## src/design/fm_spy_pkg.sv

```systemverilog
package fm_spy_pkg;

   // apb bus widths.
   localparam int apb_dw = 32;
   localparam int apb_aw = 8;

   // default number of words per spy memory.
   localparam int spy_depth_default = 16;

   // monitor channel widths.
   localparam int narrow_dw = 16;
   localparam int wide_dw   = 32;

   typedef struct packed {
      logic [narrow_dw-1:0] data;
      logic                 vld;
   } mon_narrow_t;

   typedef struct packed {
      logic [wide_dw-1:0] data;
      logic               vld;
   } mon_wide_t;

   typedef struct packed {
      logic              psel;
      logic              penable;
      logic              pwrite;
      logic [apb_aw-1:0] paddr;
      logic [apb_dw-1:0] pwdata;
   } apb_req_t;

   typedef struct packed {
      logic [apb_dw-1:0] prdata;
      logic              pready;
      logic              pslverr;
   } apb_rsp_t;

   // address region, taken from paddr[7:6].
   typedef enum logic [1:0] {
      ctrl  = 2'd0,
      data0 = 2'd1,
      data1 = 2'd2,
      meta  = 2'd3
   } region_e;

endpackage
```

## src/design/fm_spy_top.sv

```systemverilog
`timescale 1ns/10ps

module fm_spy_top #(
   parameter int SPY_DEPTH = fm_spy_pkg::spy_depth_default
)(
   input  logic                    spy_clock,
   input  logic                    axi_reset,
   input  fm_spy_pkg::mon_narrow_t mon0_i,
   input  fm_spy_pkg::mon_wide_t   mon1_i,
   input  fm_spy_pkg::apb_req_t    apb_i,
   output fm_spy_pkg::apb_rsp_t    apb_o
);

   import fm_spy_pkg::*;

   localparam int addr_w = $clog2(SPY_DEPTH);

   logic [1:0]        freeze;
   logic              rd_en;
   logic [addr_w-1:0] rd_addr;

   logic              wr_en0;
   logic [addr_w-1:0] wr_addr0;
   mon_narrow_t       wr_data0;
   mon_narrow_t       rd_data0;
   logic [addr_w-1:0] wr_ptr0;
   logic              wrapped0;

   logic              wr_en1;
   logic [addr_w-1:0] wr_addr1;
   mon_wide_t         wr_data1;
   mon_wide_t         rd_data1;
   logic [addr_w-1:0] wr_ptr1;
   logic              wrapped1;

   // channel 0, narrow.
   fm_capture #(.payload_t(mon_narrow_t), .SPY_DEPTH(SPY_DEPTH)) u_cap0 (
      .spy_clock (spy_clock),
      .axi_reset (axi_reset),
      .mon_i     (mon0_i),
      .freeze_i  (freeze[0]),
      .wr_en_o   (wr_en0),
      .wr_addr_o (wr_addr0),
      .wr_data_o (wr_data0),
      .wr_ptr_o  (wr_ptr0),
      .wrapped_o (wrapped0)
   );

   fm_spy_mem #(.payload_t(mon_narrow_t), .SPY_DEPTH(SPY_DEPTH)) u_mem0 (
      .spy_clock (spy_clock),
      .wr_en_i   (wr_en0),
      .wr_addr_i (wr_addr0),
      .wr_data_i (wr_data0),
      .rd_en_i   (rd_en),
      .rd_addr_i (rd_addr),
      .rd_data_o (rd_data0)
   );

   // channel 1, wide.
   fm_capture #(.payload_t(mon_wide_t), .SPY_DEPTH(SPY_DEPTH)) u_cap1 (
      .spy_clock (spy_clock),
      .axi_reset (axi_reset),
      .mon_i     (mon1_i),
      .freeze_i  (freeze[1]),
      .wr_en_o   (wr_en1),
      .wr_addr_o (wr_addr1),
      .wr_data_o (wr_data1),
      .wr_ptr_o  (wr_ptr1),
      .wrapped_o (wrapped1)
   );

   fm_spy_mem #(.payload_t(mon_wide_t), .SPY_DEPTH(SPY_DEPTH)) u_mem1 (
      .spy_clock (spy_clock),
      .wr_en_i   (wr_en1),
      .wr_addr_i (wr_addr1),
      .wr_data_i (wr_data1),
      .rd_en_i   (rd_en),
      .rd_addr_i (rd_addr),
      .rd_data_o (rd_data1)
   );

   fm_apb_spy #(.SPY_DEPTH(SPY_DEPTH)) u_apb (
      .spy_clock  (spy_clock),
      .axi_reset  (axi_reset),
      .apb_i      (apb_i),
      .apb_o      (apb_o),
      .freeze_o   (freeze),
      .rd_en_o    (rd_en),
      .rd_addr_o  (rd_addr),
      .rd_data0_i (rd_data0),
      .rd_data1_i (rd_data1),
      .wr_ptr0_i  (wr_ptr0),
      .wr_ptr1_i  (wr_ptr1),
      .wrapped0_i (wrapped0),
      .wrapped1_i (wrapped1)
   );

endmodule

```

## src/design/fm_apb_spy.sv

```systemverilog
`timescale 1ns/10ps

module fm_apb_spy #(
   parameter int SPY_DEPTH = fm_spy_pkg::spy_depth_default
)(
   input  logic                         spy_clock,
   input  logic                         axi_reset,
   input  fm_spy_pkg::apb_req_t         apb_i,
   output fm_spy_pkg::apb_rsp_t         apb_o,
   output logic [1:0]                   freeze_o,
   output logic                         rd_en_o,
   output logic [$clog2(SPY_DEPTH)-1:0] rd_addr_o,
   input  fm_spy_pkg::mon_narrow_t      rd_data0_i,
   input  fm_spy_pkg::mon_wide_t        rd_data1_i,
   input  logic [$clog2(SPY_DEPTH)-1:0] wr_ptr0_i,
   input  logic [$clog2(SPY_DEPTH)-1:0] wr_ptr1_i,
   input  logic                         wrapped0_i,
   input  logic                         wrapped1_i
);

   import fm_spy_pkg::*;

   localparam int addr_w = $clog2(SPY_DEPTH);

   logic              setup;
   logic              access1;
   logic              ready_q;
   logic              err_q;
   region_e           region_q;
   logic [apb_dw-1:0] ctrl_word;
   logic [apb_dw-1:0] meta_word;
   logic [apb_dw-1:0] rd_word;

   assign setup   = apb_i.psel & ~apb_i.penable;
   // first access cycle is the wait state.
   assign access1 = apb_i.psel & apb_i.penable & ~ready_q;

   // region is decoded once, in the setup cycle.
   always_ff @(posedge spy_clock)
   begin
      if (setup)
      begin
         region_q <= region_e'(apb_i.paddr[7:6]);
      end
   end

   always_ff @(posedge spy_clock)
   begin
      if (axi_reset)
      begin
         ready_q  <= 1'b0;
         err_q    <= 1'b0;
         freeze_o <= 2'b00;
      end
      else if (ready_q)
      begin
         ready_q <= 1'b0;
         err_q   <= 1'b0;
         if (apb_i.pwrite && region_q == ctrl && apb_i.paddr[5:2] == 4'd0)
         begin
            freeze_o <= apb_i.pwdata[1:0];
         end
      end
      else if (access1)
      begin
         ready_q <= 1'b1;
         // only the ctrl region accepts writes.
         err_q   <= apb_i.pwrite & (region_q != ctrl);
      end
   end

   // one read strobe serves both memories.
   assign rd_en_o   = access1 & ~apb_i.pwrite & (region_q == data0 || region_q == data1);
   assign rd_addr_o = apb_i.paddr[2 +: addr_w];

   assign ctrl_word = (apb_i.paddr[5:2] == 4'd0) ? apb_dw'(freeze_o) : '0;

   // paddr[2] picks the channel.
   always_comb
   begin
      meta_word = '0;
      if (apb_i.paddr[2])
      begin
         meta_word[addr_w-1:0] = wr_ptr1_i;
         meta_word[8]          = wrapped1_i;
      end
      else
      begin
         meta_word[addr_w-1:0] = wr_ptr0_i;
         meta_word[8]          = wrapped0_i;
      end
   end

   always_comb
   begin
      case (region_q)
         ctrl:    rd_word = ctrl_word;
         data0:   rd_word = apb_dw'(rd_data0_i.data);
         data1:   rd_word = apb_dw'(rd_data1_i.data);
         default: rd_word = meta_word;
      endcase
   end

   assign apb_o.prdata  = (ready_q && !apb_i.pwrite) ? rd_word : '0;
   assign apb_o.pready  = ready_q;
   assign apb_o.pslverr = err_q;

endmodule

```

## src/design/fm_spy_mem.sv

```systemverilog
`timescale 1ns/10ps

module fm_spy_mem #(
   parameter type payload_t = fm_spy_pkg::mon_narrow_t,
   parameter int  SPY_DEPTH = fm_spy_pkg::spy_depth_default
)(
   input  logic                         spy_clock,
   input  logic                         wr_en_i,
   input  logic [$clog2(SPY_DEPTH)-1:0] wr_addr_i,
   input  payload_t                     wr_data_i,
   input  logic                         rd_en_i,
   input  logic [$clog2(SPY_DEPTH)-1:0] rd_addr_i,
   output payload_t                     rd_data_o
);

   payload_t mem [SPY_DEPTH];

   // capture side write port.
   always_ff @(posedge spy_clock)
   begin
      if (wr_en_i)
      begin
         mem[wr_addr_i] <= wr_data_i;
      end
   end

   // read data holds until the next enabled read.
   always_ff @(posedge spy_clock)
   begin
      if (rd_en_i)
      begin
         rd_data_o <= mem[rd_addr_i];
      end
   end

endmodule

```

## src/design/fm_capture.sv

```systemverilog
`timescale 1ns/10ps

module fm_capture #(
   parameter type payload_t = fm_spy_pkg::mon_narrow_t,
   parameter int  SPY_DEPTH = fm_spy_pkg::spy_depth_default
)(
   input  logic                         spy_clock,
   input  logic                         axi_reset,
   input  payload_t                     mon_i,
   input  logic                         freeze_i,
   output logic                         wr_en_o,
   output logic [$clog2(SPY_DEPTH)-1:0] wr_addr_o,
   output payload_t                     wr_data_o,
   output logic [$clog2(SPY_DEPTH)-1:0] wr_ptr_o,
   output logic                         wrapped_o
);

   localparam int                addr_w   = $clog2(SPY_DEPTH);
   localparam logic [addr_w-1:0] last_idx = addr_w'(SPY_DEPTH - 1);

   logic              take;
   logic [addr_w-1:0] cap_ptr;

   // circular increment.
   function automatic logic [addr_w-1:0] next_idx(input logic [addr_w-1:0] idx);
      return (idx == last_idx) ? '0 : idx + 1'b1;
   endfunction

   // frozen channels silently drop their words.
   assign take = mon_i.vld & ~freeze_i;

   always_ff @(posedge spy_clock)
   begin
      if (axi_reset)
      begin
         wr_en_o   <= 1'b0;
         cap_ptr   <= '0;
         wr_ptr_o  <= '0;
         wrapped_o <= 1'b0;
      end
      else
      begin
         wr_en_o <= take;
         if (take)
         begin
            cap_ptr <= next_idx(cap_ptr);
         end
         // visible pointer follows the memory write, one cycle behind capture.
         if (wr_en_o)
         begin
            wr_ptr_o <= next_idx(wr_addr_o);
            if (wr_addr_o == last_idx)
            begin
               wrapped_o <= 1'b1;
            end
         end
      end
   end

   always_ff @(posedge spy_clock)
   begin
      if (take)
      begin
         wr_addr_o <= cap_ptr;
         wr_data_o <= mon_i;
      end
   end

endmodule

```

## config.mk

```make
export PLATFORM = sky130hd
export DESIGN_NAME = fm_spy_top
export DESIGN_NICKNAME = d
export VERILOG_FILES = /design/src/design/fm_spy_pkg.sv /design/src/design/fm_spy_top.sv /design/src/design/fm_apb_spy.sv /design/src/design/fm_spy_mem.sv /design/src/design/fm_capture.sv
export SDC_FILE = /design/constraint.sdc
export NUM_CORES = 1
export LEC_CHECK = 0
export BUFFER_PORTS_ARGS = -buffer_cell sky130_fd_sc_hd__buf_2
export CORE_UTILIZATION = 38
export DETAILED_ROUTE_END_ITERATION = 8
export PLACE_DENSITY = 0.59
export SYNTH_ARGS = -nofsm -noshare
export SYNTH_HDL_FRONTEND = slang
export SYNTH_SLANG_ARGS = --single-unit
```

## constraint.sdc

```tcl
create_clock -name spy_clock -period 21 [get_ports spy_clock]
set_input_delay 4.2 -clock spy_clock [delete_from_list [all_inputs] [get_ports spy_clock]]
set_output_delay 4.2 -clock spy_clock [all_outputs]
set_load 0.01 [all_outputs]
```

==> flow_summary_export.csv <==
group,metric,value,unit
global_route,grt_max_degree,110,
route,vias_per_cell,5.43,
power,cellLeakagePower,13.2,nW
place,place_area,36400,µm²
setup_path,reg2reg_slack,18.75,ns
route,drt-wirelength-per-cell,26.0,µm
final_layout,layout-drive-gt1-share,23.2,%
setup_path,r2r-end,"u_mem1.mem[15][21]$_DFFE_PP_",
global_route,grt-ovfl-total,0,
clock_network,cts_hold_buffers,0,
yosys,ys_types,39,
floorplan,io_pins,129,
floorplan,dieHeight,303,µm
setup_path,start_kind,"input port",
clock_network,clock_sinks,898,
setup_path,rr_startpoint,"u_cap1.wr_addr_o[2]$_DFFE_PP_",
yosys,yosysWarnings,0,
final_layout,final_nets,1986,
setup_path,reg2regPathDepth,3,
timing,finalSetupViolations,0,
setup_path,crit_fanout,18,
floorplan,die-area,92000,µm²
timing,grt_setup_unrepaired,"no",
floorplan,num_rows,110,
min_path,worstHoldStart,"u_cap1.wrapped_o$_SDFFE_PP0P_",
final_layout,antennaDiodeCount,0,
route,dr.pass1.iters,5,
timing,relSlewSlack,26.3,%
power,irDropWorstVdd,0.0000622,V
route,vias,17042,
timing,final-hold-violation-count,0,
timing,maxSlewViolCount,0,
clock_network,clk-insertion-delay-late,0.66,ns
yosys,seq_area_frac_synth,77.4,%
clock_network,cts_tree,"yes",
min_path,min_to,"u_cap1.wrapped_o$_SDFFE_PP0P_",
min_path,hold_path.class,"flip-flop to flip-flop",
timing,max_freq,0.0952,GHz
setup_path,path_class,"input port to primary output",
yosys,synth_edf_count,874,
place,io_buffers,96,
setup_path,arrival,6.30,ns
timing,holdWs,0.482,ns
clock_network,cts_setup_buffers,0,
route,wirelength,81.5,mm
clock_network,ctsResizeCount,0,
global_route,grt_pass1_wl,117,mm
yosys,syn_nets,1840,
floorplan,core,90000,µm²
run,drv_cap,0,
outcome,run_status,"completed",
yosys,post_synth.cell_area_avg,19.9,µm²
place,hpwl,42.1,mm
power,p_per_area,98.4,nW/µm²
route,antenna_left,0,
clock_network,cts_max_level,3,
setup_path,worst_ep_required_time,16.80,ns
yosys,ys_ff_latch,898,
yosys,synth_cells,1731,
global_route,grt_pass1_vias,17364,
yosys,synth_area,34500,µm²
global_route,track_usage,17.7,%
setup_path,endpoint_kind,"primary output",
place,place_congestion,0.723,
route,drtIter0Drc,1779,
clock_network,clk_pin_slew,0.06,ns
timing,period_needed,10.50,ns
timing,clock_skew,0.0185,ns
route,drc,0,
yosys,synthArstFlopShare,0,%
clock_network,ctsLongestPathBuffers,3,
timing,setup_tns,0,ns
timing,tightest_slew,1.11,ns
clock_network,cts_root_buf,"clkbuf_16",
min_path,min_path_cells,2,
final_layout,stdcell_area,39600,µm²
floorplan,start_util,38.3,%
final_layout,areaGrowthSynthToFinish,14.8,%
global_route,antenna_found_initial,2,
timing,fin_crit_sh,50.0,%
clock_network,numCtsBuffers,96,
yosys,ys.flop_type,"edfxtp_1",
floorplan,die_w,303,µm
==> area by class of cell <==
cell class,count,area [µm²]
Clock buffer,115,2470
Clock inverter,67,722
Fill cell,7739,50400
Inverter,11,41.3
Multi-Input combinational cell,724,7290
Sequential cell,898,26700
Tap cell,1176,1470
Timing Repair Buffer,146,881
==> metal layers <==
metal	GRT usage, %	vias to the layer above	share of wire (%)	routed length (µm)
li1	-	7451	-	-
met1	24.8	8931	44	36000
met2	28.3	539	47	38700
met3	2.97	117	5.9	4820
met4	5.37	4	2.4	1960
met5	0	-	0.033	27
==> stage by stage <==
stage          utilization [%]  worst slack [ns]  instances  power (W)
2_1_floorplan                -             11.11       1731    0.00218
3_3_place_gp              40.5             10.50       2955    0.00223
3_5_place_dp              40.5             10.47       2955    0.00224
4_1_cts                   44.0             10.47       3137    0.00393
5_1_grt                   44.0             10.36       3137    0.00401
6_report                  44.0             10.50       3137    0.00390
==> cells in the final DEF (no fill, tap or decap), drive strengths merged, types with 2 or more instances in the layout <==
cell,Yosys,final
a211oi,2,2
a21oi,11,11
a221oi,96,96
a222oi,2,2
a22oi,62,62
a311oi,4,4
a31oi,2,2
and3,16,16
buf,48,146
bufinv,0,10
clkbuf,50,115
clkinv,0,37
clkinvlp,0,10
dfxtp,24,24
edfxtp,874,874
ha,14,14
inv,11,21
mux2i,203,203
mux4,96,96
nand2,24,24
nand2b,5,5
nor2,104,104
nor2b,3,3
nor3,10,10
o21ai,52,52
o22ai,5,5
or3,4,4
xnor2,2,2
xor2,2,2
==> critical path, cell delays in order <==
cell and delay [ns]:
buf_2 0.13, nor2b_2 0.10, buf_4 0.31, nand2b_1 0.64, o22ai_1 0.67, buf_2 0.23
==> state kept, by name (all words and copies together) (netlist names) <==
register / cells
u_cap0.wr_addr_o: 4
u_mem1.mem: 512
u_cap1.wr_addr_o: 4
u_cap0.wrapped_o: 1
u_cap0.cap_ptr: 4
u_mem0.rd_data_o: 16
u_mem1.rd_data_o: 32
u_cap0.wr_en_o: 1
u_apb.ready_q: 1
u_cap0.wr_ptr_o: 4
u_mem0.mem: 256
u_apb.err_q: 1
u_cap1.wr_en_o: 1
u_cap1.cap_ptr: 4
u_cap1.wr_ptr_o: 4
u_cap1.wrapped_o: 1
u_cap1.wr_data_o: 32
u_apb.freeze_o: 2
u_apb.region_q: 2
u_cap0.wr_data_o: 16
==> power by group <==
group          switching, W  total, W  internal [W]
Combinational     0.0000983  0.000157     0.0000584
Sequential        0.0000371   0.00204       0.00201
Clock              0.000716   0.00169      0.000978
Total              0.000852   0.00390       0.00304
==> Yosys cell counts (all sizes together), types with 3 or more instances <==
cell	instances	area share, %
a311oi	4	0.10
a21oi	11	0.16
nor2	104	1.1
mux2i	203	5.9
nor2b	3	0.054
inv	11	0.12
nor3	10	0.15
a22oi	62	1.3
edfxtp	874	76
clkbuf	50	0.59
o21ai	52	0.75
nand2	24	0.26
o22ai	5	0.091
ha	14	0.51
dfxtp	24	1.4
and3	16	0.29
buf	48	1.2
or3	4	0.072
a221oi	96	3.2
mux4	96	6.3
nand2b	5	0.091
==> cells by family (layout without fill, tap and decap cells) <==
kind of cell | after synthesis | after routing | share of synthesized area (%)
AOI/OAI and AO/OA | 236 | 236 | 5.75
xor gates and xnor gates | 4 | 4 | 0.102
adders and majority gates | 14 | 14 | 0.508
buffers and inverters | 109 | 339 | 1.87
DFF | 898 | 898 | 77.4
muxes | 299 | 299 | 12.2
and+or+nand+nor | 171 | 171 | 2.17
==> how the worst max path moves through the flow <==
stage / start / to / slack (ns) / cells after the start
finish: apb_i[40] / apb_o[5] / 10.50 / 6
global route: apb_i[40] / apb_o[5] / 10.36 / 6
CTS: apb_i[40] / apb_o[5] / 10.47 / 6
detailed placement: apb_i[40] / apb_o[5] / 10.47 / 6
global placement: apb_i[40] / apb_o[10] / 10.50 / 6
floorplan: apb_i[41] / u_mem0.rd_data_o[10]$_DFFE_PP_ / 11.11 / 2
Note: power is estimated with default switching activity, not from simulation.
